--- src/source/mvu_pkg.sv ---
// Binary MVU shared definitions
package mvu_pkg;

   // Geometry
   localparam int SIMD      = 4;   // Lanes per PE
   localparam int PE        = 2;   // Processing elements
   localparam int SF        = 4;   // Synapse folds
   localparam int NF        = 2;   // Neuron folds
   localparam int MAT_ROWS  = 4;   // NF * PE
   localparam int MAT_COLS  = 16;  // SF * SIMD
   localparam int WGT_DEPTH = 8;   // NF * SF words

   // Datapath widths
   localparam int ACT_W  = 4;   // Signed activation
   localparam int PROD_W = 5;   // Negated -8 still fits
   localparam int SUM_W  = 7;   // Four products, two adder levels
   localparam int ACC_W  = 10;  // Holds +-128

   typedef logic signed [ACT_W-1:0]  act_t;      // One activation
   typedef act_t        [SIMD-1:0]   act_vec_t;  // One beat of activations
   typedef logic signed [PROD_W-1:0] prod_t;     // Lane product
   typedef logic signed [SUM_W-1:0]  sum_t;      // Adder tree total
   typedef logic signed [ACC_W-1:0]  acc_t;      // Row accumulator

   // PE p owns bits p*SIMD upward, lane i is bit i of that slice
   typedef logic [PE*SIMD-1:0] wgt_word_t;

   // Address is nf*SF + sf
   typedef logic [$clog2(WGT_DEPTH)-1:0] wgt_addr_t;

   // Element p is matrix row nf*PE + p
   typedef acc_t [PE-1:0] acc_vec_t;

   // Beat from control to every PE
   typedef struct packed {
      act_vec_t acts;   // SIMD activations
      logic     first;  // First synapse fold of the row group
      logic     last;   // Last synapse fold
   } pe_beat_t;

endpackage

--- src/source/mvu_binary_top.sv ---
// Binary matrix-vector unit top
`timescale 1ns/1ps

module mvu_binary_top
   import mvu_pkg::*;
(
   input  logic      clk,
   input  logic      rst_n,
   input  logic      wgt_we,     // Weight write strobe
   input  logic      act_valid,  // Activation beat strobe
   input  wgt_addr_t wgt_addr,   // Weight write address
   input  wgt_word_t wgt_data,   // Weight write word
   input  act_vec_t  act_data,   // Activation beat
   output logic      out_valid,  // Neuron fold result strobe
   output acc_vec_t  out_data    // PE rows of one neuron fold
);

   wgt_addr_t       rd_addr;     // Control to memory
   wgt_word_t       rd_data;     // Memory to PEs
   logic            beat_valid;  // Control to PEs
   pe_beat_t        beat;
   logic [PE-1:0]   pe_valid;    // All PEs strobe together

   mvu_control ctrl_i (
      .clk       (clk),
      .rst_n     (rst_n),
      .act_valid (act_valid),
      .act_data  (act_data),
      .rd_addr   (rd_addr),
      .beat_valid(beat_valid),
      .beat      (beat)
   );

   mvu_wgt_mem mem_i (
      .clk  (clk),
      .we   (wgt_we),
      .waddr(wgt_addr),
      .raddr(rd_addr),
      .wdata(wgt_data),
      .rdata(rd_data)
   );

   for (genvar p = 0; p < PE; p++) begin : g_pe
      mvu_pe pe_i (
         .clk       (clk),
         .rst_n     (rst_n),
         .beat_valid(beat_valid),
         .beat      (beat),
         .wgts      (rd_data[p*SIMD +: SIMD]),  // PE p slice
         .acc       (out_data[p]),              // Row nf*PE + p
         .out_valid (pe_valid[p])
      );
   end

   assign out_valid = pe_valid[0];  // PE 0 speaks for all

endmodule

--- src/source/mvu_control.sv ---
// Fold control and beat staging
`timescale 1ns/1ps

module mvu_control
   import mvu_pkg::*;
(
   input  logic      clk,
   input  logic      rst_n,
   input  logic      act_valid,   // Host beat strobe
   input  act_vec_t  act_data,    // Host activations
   output wgt_addr_t rd_addr,     // Weight read address
   output logic      beat_valid,  // Beat strobe to the PEs
   output pe_beat_t  beat         // Beat to the PEs
);

   logic [$clog2(SF)-1:0] sf_q;        // Synapse fold counter
   logic [$clog2(NF)-1:0] nf_q;        // Neuron fold counter
   wgt_addr_t             fold_addr;   // nf*SF + sf
   logic                  stage_vld;   // First stage valid
   pe_beat_t              stage_beat;  // First stage beat

   assign fold_addr = wgt_addr_t'(nf_q * SF + sf_q);

   // Fold counters, sf inner, nf outer
   always_ff @(posedge clk) begin
      if (!rst_n) begin
         sf_q <= '0;
         nf_q <= '0;
      end else if (act_valid) begin
         if (sf_q == SF - 1) begin
            sf_q <= '0;  // Wrap, next row group
            nf_q <= (nf_q == NF - 1) ? '0 : nf_q + 1'b1;
         end else begin
            sf_q <= sf_q + 1'b1;
         end
      end
   end

   // Valid pipeline
   always_ff @(posedge clk) begin
      if (!rst_n) begin
         stage_vld  <= 1'b0;
         beat_valid <= 1'b0;
      end else begin
         stage_vld  <= act_valid;
         beat_valid <= stage_vld;  // Meets memory read data
      end
   end

   // Payload, address goes out while beat waits a stage
   always_ff @(posedge clk) begin
      if (act_valid) begin
         rd_addr          <= fold_addr;
         stage_beat.acts  <= act_data;
         stage_beat.first <= (sf_q == 0);
         stage_beat.last  <= (sf_q == SF - 1);
      end
      beat <= stage_beat;  // Aligned with rdata
   end

endmodule

--- src/source/mvu_pe.sv ---
// Processing element
`timescale 1ns/1ps

module mvu_pe
   import mvu_pkg::*;
(
   input  logic            clk,
   input  logic            rst_n,
   input  logic            beat_valid,  // Beat strobe from control
   input  pe_beat_t        beat,        // Activations and fold flags
   input  logic [SIMD-1:0] wgts,        // This PE's weight slice
   output acc_t            acc,         // Row result
   output logic            out_valid    // Row result strobe
);

   prod_t [SIMD-1:0] prods;  // Lane outputs
   sum_t             sum;    // Tree output
   logic [1:0]       vld_d;    // Valid delay line
   logic [1:0]       first_d;  // First flag delay line
   logic [1:0]       last_d;   // Last flag delay line

   // SIMD lanes
   for (genvar i = 0; i < SIMD; i++) begin : g_lane
      mvu_pe_simd_binary #(
         .TO(PROD_W)
      ) lane_i (
         .clk   (clk),
         .rst_n (rst_n),
         .in_act(beat.acts[i]),  // Activation i
         .in_wgt(wgts[i]),       // Weight bit i
         .out   (prods[i])
      );
   end

   mvu_pe_adder_tree tree_i (
      .clk  (clk),
      .rst_n(rst_n),
      .prods(prods),
      .sum  (sum)
   );

   // Two stages, matches lane plus tree latency
   always_ff @(posedge clk) begin
      if (!rst_n) begin
         vld_d <= '0;
      end else begin
         vld_d <= {vld_d[0], beat_valid};
      end
   end

   always_ff @(posedge clk) begin
      first_d <= {first_d[0], beat.first};  // Flags qualified by vld_d
      last_d  <= {last_d[0], beat.last};
   end

   mvu_pe_acc acc_i (
      .clk      (clk),
      .rst_n    (rst_n),
      .in_valid (vld_d[1]),
      .first    (first_d[1]),
      .last     (last_d[1]),
      .sum      (sum),
      .acc      (acc),
      .out_valid(out_valid)
   );

endmodule

--- src/source/mvu_pe_acc.sv ---
// PE fold accumulator
`timescale 1ns/1ps

module mvu_pe_acc
   import mvu_pkg::*;
(
   input  logic clk,
   input  logic rst_n,
   input  logic in_valid,   // Tree sum is valid
   input  logic first,      // First synapse fold, load
   input  logic last,       // Last synapse fold, emit
   input  sum_t sum,        // Tree total
   output acc_t acc,        // Running row sum
   output logic out_valid   // One cycle after a last sum
);

   acc_t sum_ext;  // Tree total at accumulator width

   assign sum_ext = acc_t'(sum);  // Sign extension

   // Accumulator register
   always_ff @(posedge clk) begin
      if (!rst_n) begin
         acc <= '0;
      end else if (in_valid) begin
         if (first) begin
            acc <= sum_ext;  // New row group, drop old total
         end else begin
            acc <= acc + sum_ext;  // Add next fold
         end
      end
   end

   // Result strobe, aligned with final acc
   always_ff @(posedge clk) begin
      if (!rst_n) begin
         out_valid <= 1'b0;
      end else begin
         out_valid <= in_valid & last;  // Single-cycle pulse
      end
   end

endmodule

--- src/source/mvu_pe_adder_tree.sv ---
// PE adder tree
`timescale 1ns/1ps

module mvu_pe_adder_tree
   import mvu_pkg::*;
(
   input  logic                  clk,
   input  logic                  rst_n,
   input  prod_t [SIMD-1:0]      prods,  // Lane products
   output sum_t                  sum     // Registered total
);

   logic signed [PROD_W:0] lvl1 [SIMD/2];  // Pairwise sums, one bit growth
   sum_t                   lvl2;           // Final total, one more bit

   // Two combinational levels for four lanes
   always_comb begin
      for (int i = 0; i < SIMD / 2; i++) begin
         lvl1[i] = (PROD_W + 1)'(prods[2*i]) + (PROD_W + 1)'(prods[2*i+1]);
      end
      lvl2 = SUM_W'(lvl1[0]) + SUM_W'(lvl1[1]);  // Sign-extended add
   end

   always_ff @(posedge clk) begin
      if (!rst_n) begin
         sum <= '0;
      end else begin
         sum <= lvl2;  // One register stage after the lanes
      end
   end

endmodule

--- src/source/mvu_pe_simd_binary.sv ---
// Binary weight SIMD lane
`timescale 1ns/1ps

module mvu_pe_simd_binary
   import mvu_pkg::*;
#(
   parameter int TO = PROD_W  // Product width
) (
   input  logic          clk,
   input  logic          rst_n,
   input  act_t          in_act,  // Signed activation
   input  logic          in_wgt,  // 1 is +1, 0 is -1
   output logic [TO-1:0] out      // Registered product
);

   logic [TO-1:0] act_ext;  // Sign-extended activation

   assign act_ext = TO'(in_act);  // Cast keeps sign

   // Multiply by +-1 is pass or two's complement
   always_ff @(posedge clk) begin
      if (!rst_n) begin
         out <= '0;
      end else if (in_wgt == 1'b1) begin
         out <= act_ext;  // Weight +1
      end else begin
         out <= ~act_ext + 1'b1;  // Weight -1
      end
   end

endmodule

--- src/source/mvu_wgt_mem.sv ---
// Weight memory
`timescale 1ns/1ps

module mvu_wgt_mem
   import mvu_pkg::*;
(
   input  logic      clk,
   input  logic      we,     // Host write strobe
   input  wgt_addr_t waddr,  // Host write address
   input  wgt_addr_t raddr,  // Control read address
   input  wgt_word_t wdata,  // Host write word
   output wgt_word_t rdata   // Registered read word
);

   wgt_word_t mem [WGT_DEPTH];  // One word per fold pair

   // Write port
   always_ff @(posedge clk) begin
      if (we) begin
         mem[waddr] <= wdata;
      end
   end

   // Read port, one cycle
   always_ff @(posedge clk) begin
      rdata <= mem[raddr];  // Old data on same-address write
   end

endmodule
--- config.mk ---
export PLATFORM = sky130hd
export DESIGN_NAME = mvu_binary_top
export DESIGN_NICKNAME = d
export VERILOG_FILES = /design/src/source/mvu_pkg.sv /design/src/source/mvu_binary_top.sv /design/src/source/mvu_control.sv /design/src/source/mvu_pe.sv /design/src/source/mvu_pe_acc.sv /design/src/source/mvu_pe_adder_tree.sv /design/src/source/mvu_pe_simd_binary.sv /design/src/source/mvu_wgt_mem.sv
export SDC_FILE = /design/constraint.sdc
export NUM_CORES = 1
export LEC_CHECK = 0
export BUFFER_PORTS_ARGS = -buffer_cell sky130_fd_sc_hd__buf_4
export CAP_MARGIN = 20
export CORE_MARGIN = 10
export CORE_UTILIZATION = 65
export DETAILED_ROUTE_END_ITERATION = 10
export GPL_TIMING_DRIVEN = 0
export HOLD_SLACK_MARGIN = 0.06
export PLACE_DENSITY = 0.84
export SKIP_LAST_GASP = 1
export SLEW_MARGIN = 20
export SYNTH_ARGS = -nofsm -noshare
export SYNTH_HDL_FRONTEND = slang
export SYNTH_SLANG_ARGS = --single-unit
--- constraint.sdc ---
create_clock -name clk -period 6.19 [get_ports clk]
set_input_delay 0 -clock clk [delete_from_list [all_inputs] [get_ports clk]]
set_output_delay 0 -clock clk [all_outputs]
set_load 0.01 [all_outputs]
==> out/metrics.cfg <==
[grt]
grt_pass1_wl_um = 31300
overflow = 0
grt_max_degree = 26
grtUsageTotal_pct = 22.3
grt_antenna_before_repair = 0
grt_pass1_vias = 6076

[synth]
async_flop_share_pct = 0
synth_top_family_by_area = compound AO/OA/AOI/OAI gates
synth_warnings = 0
yosys.area_share.adder_pct = 10.6
synth-main-ff-cell = dfxtp_1
yosys.cell_types.count = 52
synth-simple-area-share_pct = 8.87
ys_seq_area_share_pct = 56.4
synth_top_area_share_pct = 30.7
synth-seq-cells = 192
netlist_area_mm2 = 0.00832
synth-xor-area-share_pct = 1.58
synth_area_leaders = edfxtp_1 (31%), dfxtp_1 (26%), ha_1 (5.6%)
avgSynthCellArea_um2 = 12.5
yosysTopAreaCell = edfxtp_1
synth_edf_count = 85
syn_inst = 666
syn-num-nets = 755
synthMuxAreaShare_pct = 7.90
synth_compound_area_share_pct = 11.3

[setup_path]
r2r_setup_slack_ns = 3.23
cp_data_arrival_time_ns = 3.29
path_delay_family = adder cells
path_max_fanout = 2
critical_path_buf_inv_count = 2
path_cells = inv_1 -> fa_1 -> fa_1 -> inv_1 -> ha_1 -> a21o_1 -> a21oi_1 -> o21bai_1 -> a21oi_1 -> mux2_2
worstSetupStartpointType = flip-flop
cp_slowest_cell = fa_1
crit_path_end_kind = flip-flop
cp.required_ns = 6.52
crit_type = reg -> reg
cp_slowest_stage_delay_ns = 0.52

[route]
wl_per_cell_um = 20.3
totalWireLength_um = 19200
vias = 5710
drt-pass1-iter-count = 6
first_iter_violations = 585
ant_nets = 0
viasPerCell = 6.01
drc = 0

[sta]
final.period_utilization_pct = 47.9
skew_ns = 0.00848
setup_violations = 0
worstMarginPinSlew_ns = 0.852
rsz0062_at_grt = no
max-slew-margin-rel_pct = 43.0
final.setup.tns_ns = 0
drv_slew = 0
fin_crit_ns = 2.96
max_clock_freq_mhz = 338
hold_viol_final = 0
whs_ns = 0.178

[run_status]
status = complete, no violations

[clock_tree]
cts_tree = done
clockRootBuffer = clkbuf_16
numCtsBuffers = 17
max-clock-path-buffers = 2
numClockSinks = 192
cts.reportedPaths.clkPinSlew_ns = 0.07
htreeDepth = 4
insertion_delay_ns = 0.43
cts_resized = 0

[pwr]
powerDensity_mw_per_mm2 = 341
p_leak_uw = 0.00399
max-vdd-ir-drop_mv = 0.255

[finish]
drive_above_1_share_pct = 15.8
final_common_cell = dfxtp_1
fillers = 682
layout_common_cells = dfxtp_1 (107), edfxtp_1 (85), nor2_1 (54)
insertedDiodeCount = 0
post-route-util_pct = 78.6
fin_nets = 854
area_growth_pct = 18.7

[job]
drv_cap = 0

[die]
die_y_um = 133
start_util_pct = 66.2
rows = 41
die-area_mm2 = 0.0177
io_pins = 52
die_w_um = 133
core_area_mm2 = 0.0126

[placement]
gp_congestion = 0.857
dp_hpwl_um = 12700
portBuffers = 51

[worst_hold_path]
min_path_type = in -> reg

-- sequential cells by signal (all words and copies together), names as in the netlist --
register                     flops
ctrl_i.stage_beat               18
ctrl_i.beat                     18
g_pe.pe_i.g_lane.lane_i.out     36
mem_i.rdata                      8
ctrl_i.nf_q                      1
ctrl_i.rd_addr                   3
g_pe.pe_i.vld_d                  2
ctrl_i.beat_valid                1
g_pe.pe_i.first_d                2
ctrl_i.stage_vld                 1
g_pe.pe_i.tree_i.sum            13
g_pe.pe_i.acc_i.out_valid        1
mem_i.mem                       64
g_pe.pe_i.last_d                 2
ctrl_i.sf_q                      2
g_pe.pe_i.acc_i.acc             20
-- per-layer routing --
metal / GRT usage, % / part of all wire (%) / wire length, µm
met3: 4.62 / 6.9 / 1320
met1: 25.7 / 38 / 7350
met4: 9.92 / 2.5 / 485
met2: 39.2 / 52 / 10100
met5: 0 / 0 / 0
-- repair_timing --
action	CTS	global route
buffers inserted	0	0
setup endpoints to repair	0	0
hold endpoints to repair	122	0
hold buffers	29	0
-- cell type report --
cell class | count | area [µm²] | area share [%]
plain buffers | 22 | 105 | 1.06
clock buffers | 17 | 425 | 4.31
clock inverters | 15 | 234 | 2.37
inverters | 46 | 173 | 1.75
multi-input cells | 406 | 3360 | 34.0
flip-flops and latches | 192 | 4690 | 47.5
well taps | 172 | 215 | 2.18
repair buffers | 80 | 673 | 6.82
-- synthesized netlist by cell type (3+ instances only) --
library cell and instances:
nand3_1 3, nor2_1 54, and2_1 10, a211oi_2 3, fa_1 21, o311ai_0 4
mux2_2 9, xnor2_1 5, mux4_2 12, o21ai_2 3, xor2_1 10, edfxtp_1 85
a21o_1 10, nand3b_1 4, nand2_1 21, nand2b_1 7, clkbuf_1 12, nor2b_1 5
buf_2 3, nor3_1 19, or3_1 21, mux4_1 4, o21ai_0 37, buf_1 4
inv_1 46, o211ai_1 3, o21bai_1 6, a31oi_1 4, a41oi_1 3, a211oi_1 7
a21oi_1 43, dfxtp_1 107, ha_1 37, mux2i_1 18
-- cell families (layout without fill, tap and decap cells) --
kind of cell / Yosys count / after routing
buffers and inverters: 68 / 180
AND/OR/NAND/NOR: 151 / 151
AO/OA/AOI/OAI: 139 / 139
XOR/XNOR: 15 / 15
adder cells (fa/ha/maj): 58 / 58
multiplexers: 43 / 43
flip-flops: 192 / 192
-- worst reg2reg max path, stage by stage (launching register included) --
cell and delay [ns]:
dfxtp_1 0.31, inv_1 0.06, fa_1 0.50, fa_1 0.52
inv_1 0.08, ha_1 0.30, a21o_1 0.20, a21oi_1 0.25
o21bai_1 0.12, a21oi_1 0.17, mux2_2 0.35
-- worst paths after layout --
| path | start | endpoint | cells past startpoint |
|---|---|---|---|
| worst max-delay path | g_pe[0].pe_i.g_lane[3].lane_i.out[2] | g_pe[0].pe_i.tree_i.sum[6] | 10 |
| worst min-delay path | wgt_addr[2] | mem_i.mem[0][1] | 3 |
| worst min register to register | g_pe[0].pe_i.last_d[0] | g_pe[0].pe_i.last_d[1] | 0 |
| worst max register to register | g_pe[0].pe_i.g_lane[3].lane_i.out[2] | g_pe[0].pe_i.tree_i.sum[6] | 10 |
-- per-stage QoR --
| step | worst slack [ns] | cells | cell area, µm² | total power [µW] |
|---|---|---|---|---|
| floorplan | 3.49 | 666 | 8320 | 1980 |
| global placement | 3.34 | 889 | 8920 | 2100 |
| detailed placement | 3.36 | 889 | 8930 | 2140 |
| CTS | 3.27 | 950 | 9880 | 3350 |
| global route | 3.12 | 950 | 9880 | 3510 |
| finish | 3.23 | 950 | 9880 | 3360 |
-- power breakdown --
part	total (µW)	leakage, µW	internal, µW	switching [µW]
sequential	1520	0.00168	1430	83.2
combinational	643	0.00200	286	357
clock	1210	0.000314	722	483
(Power assumes the default switching activity.)
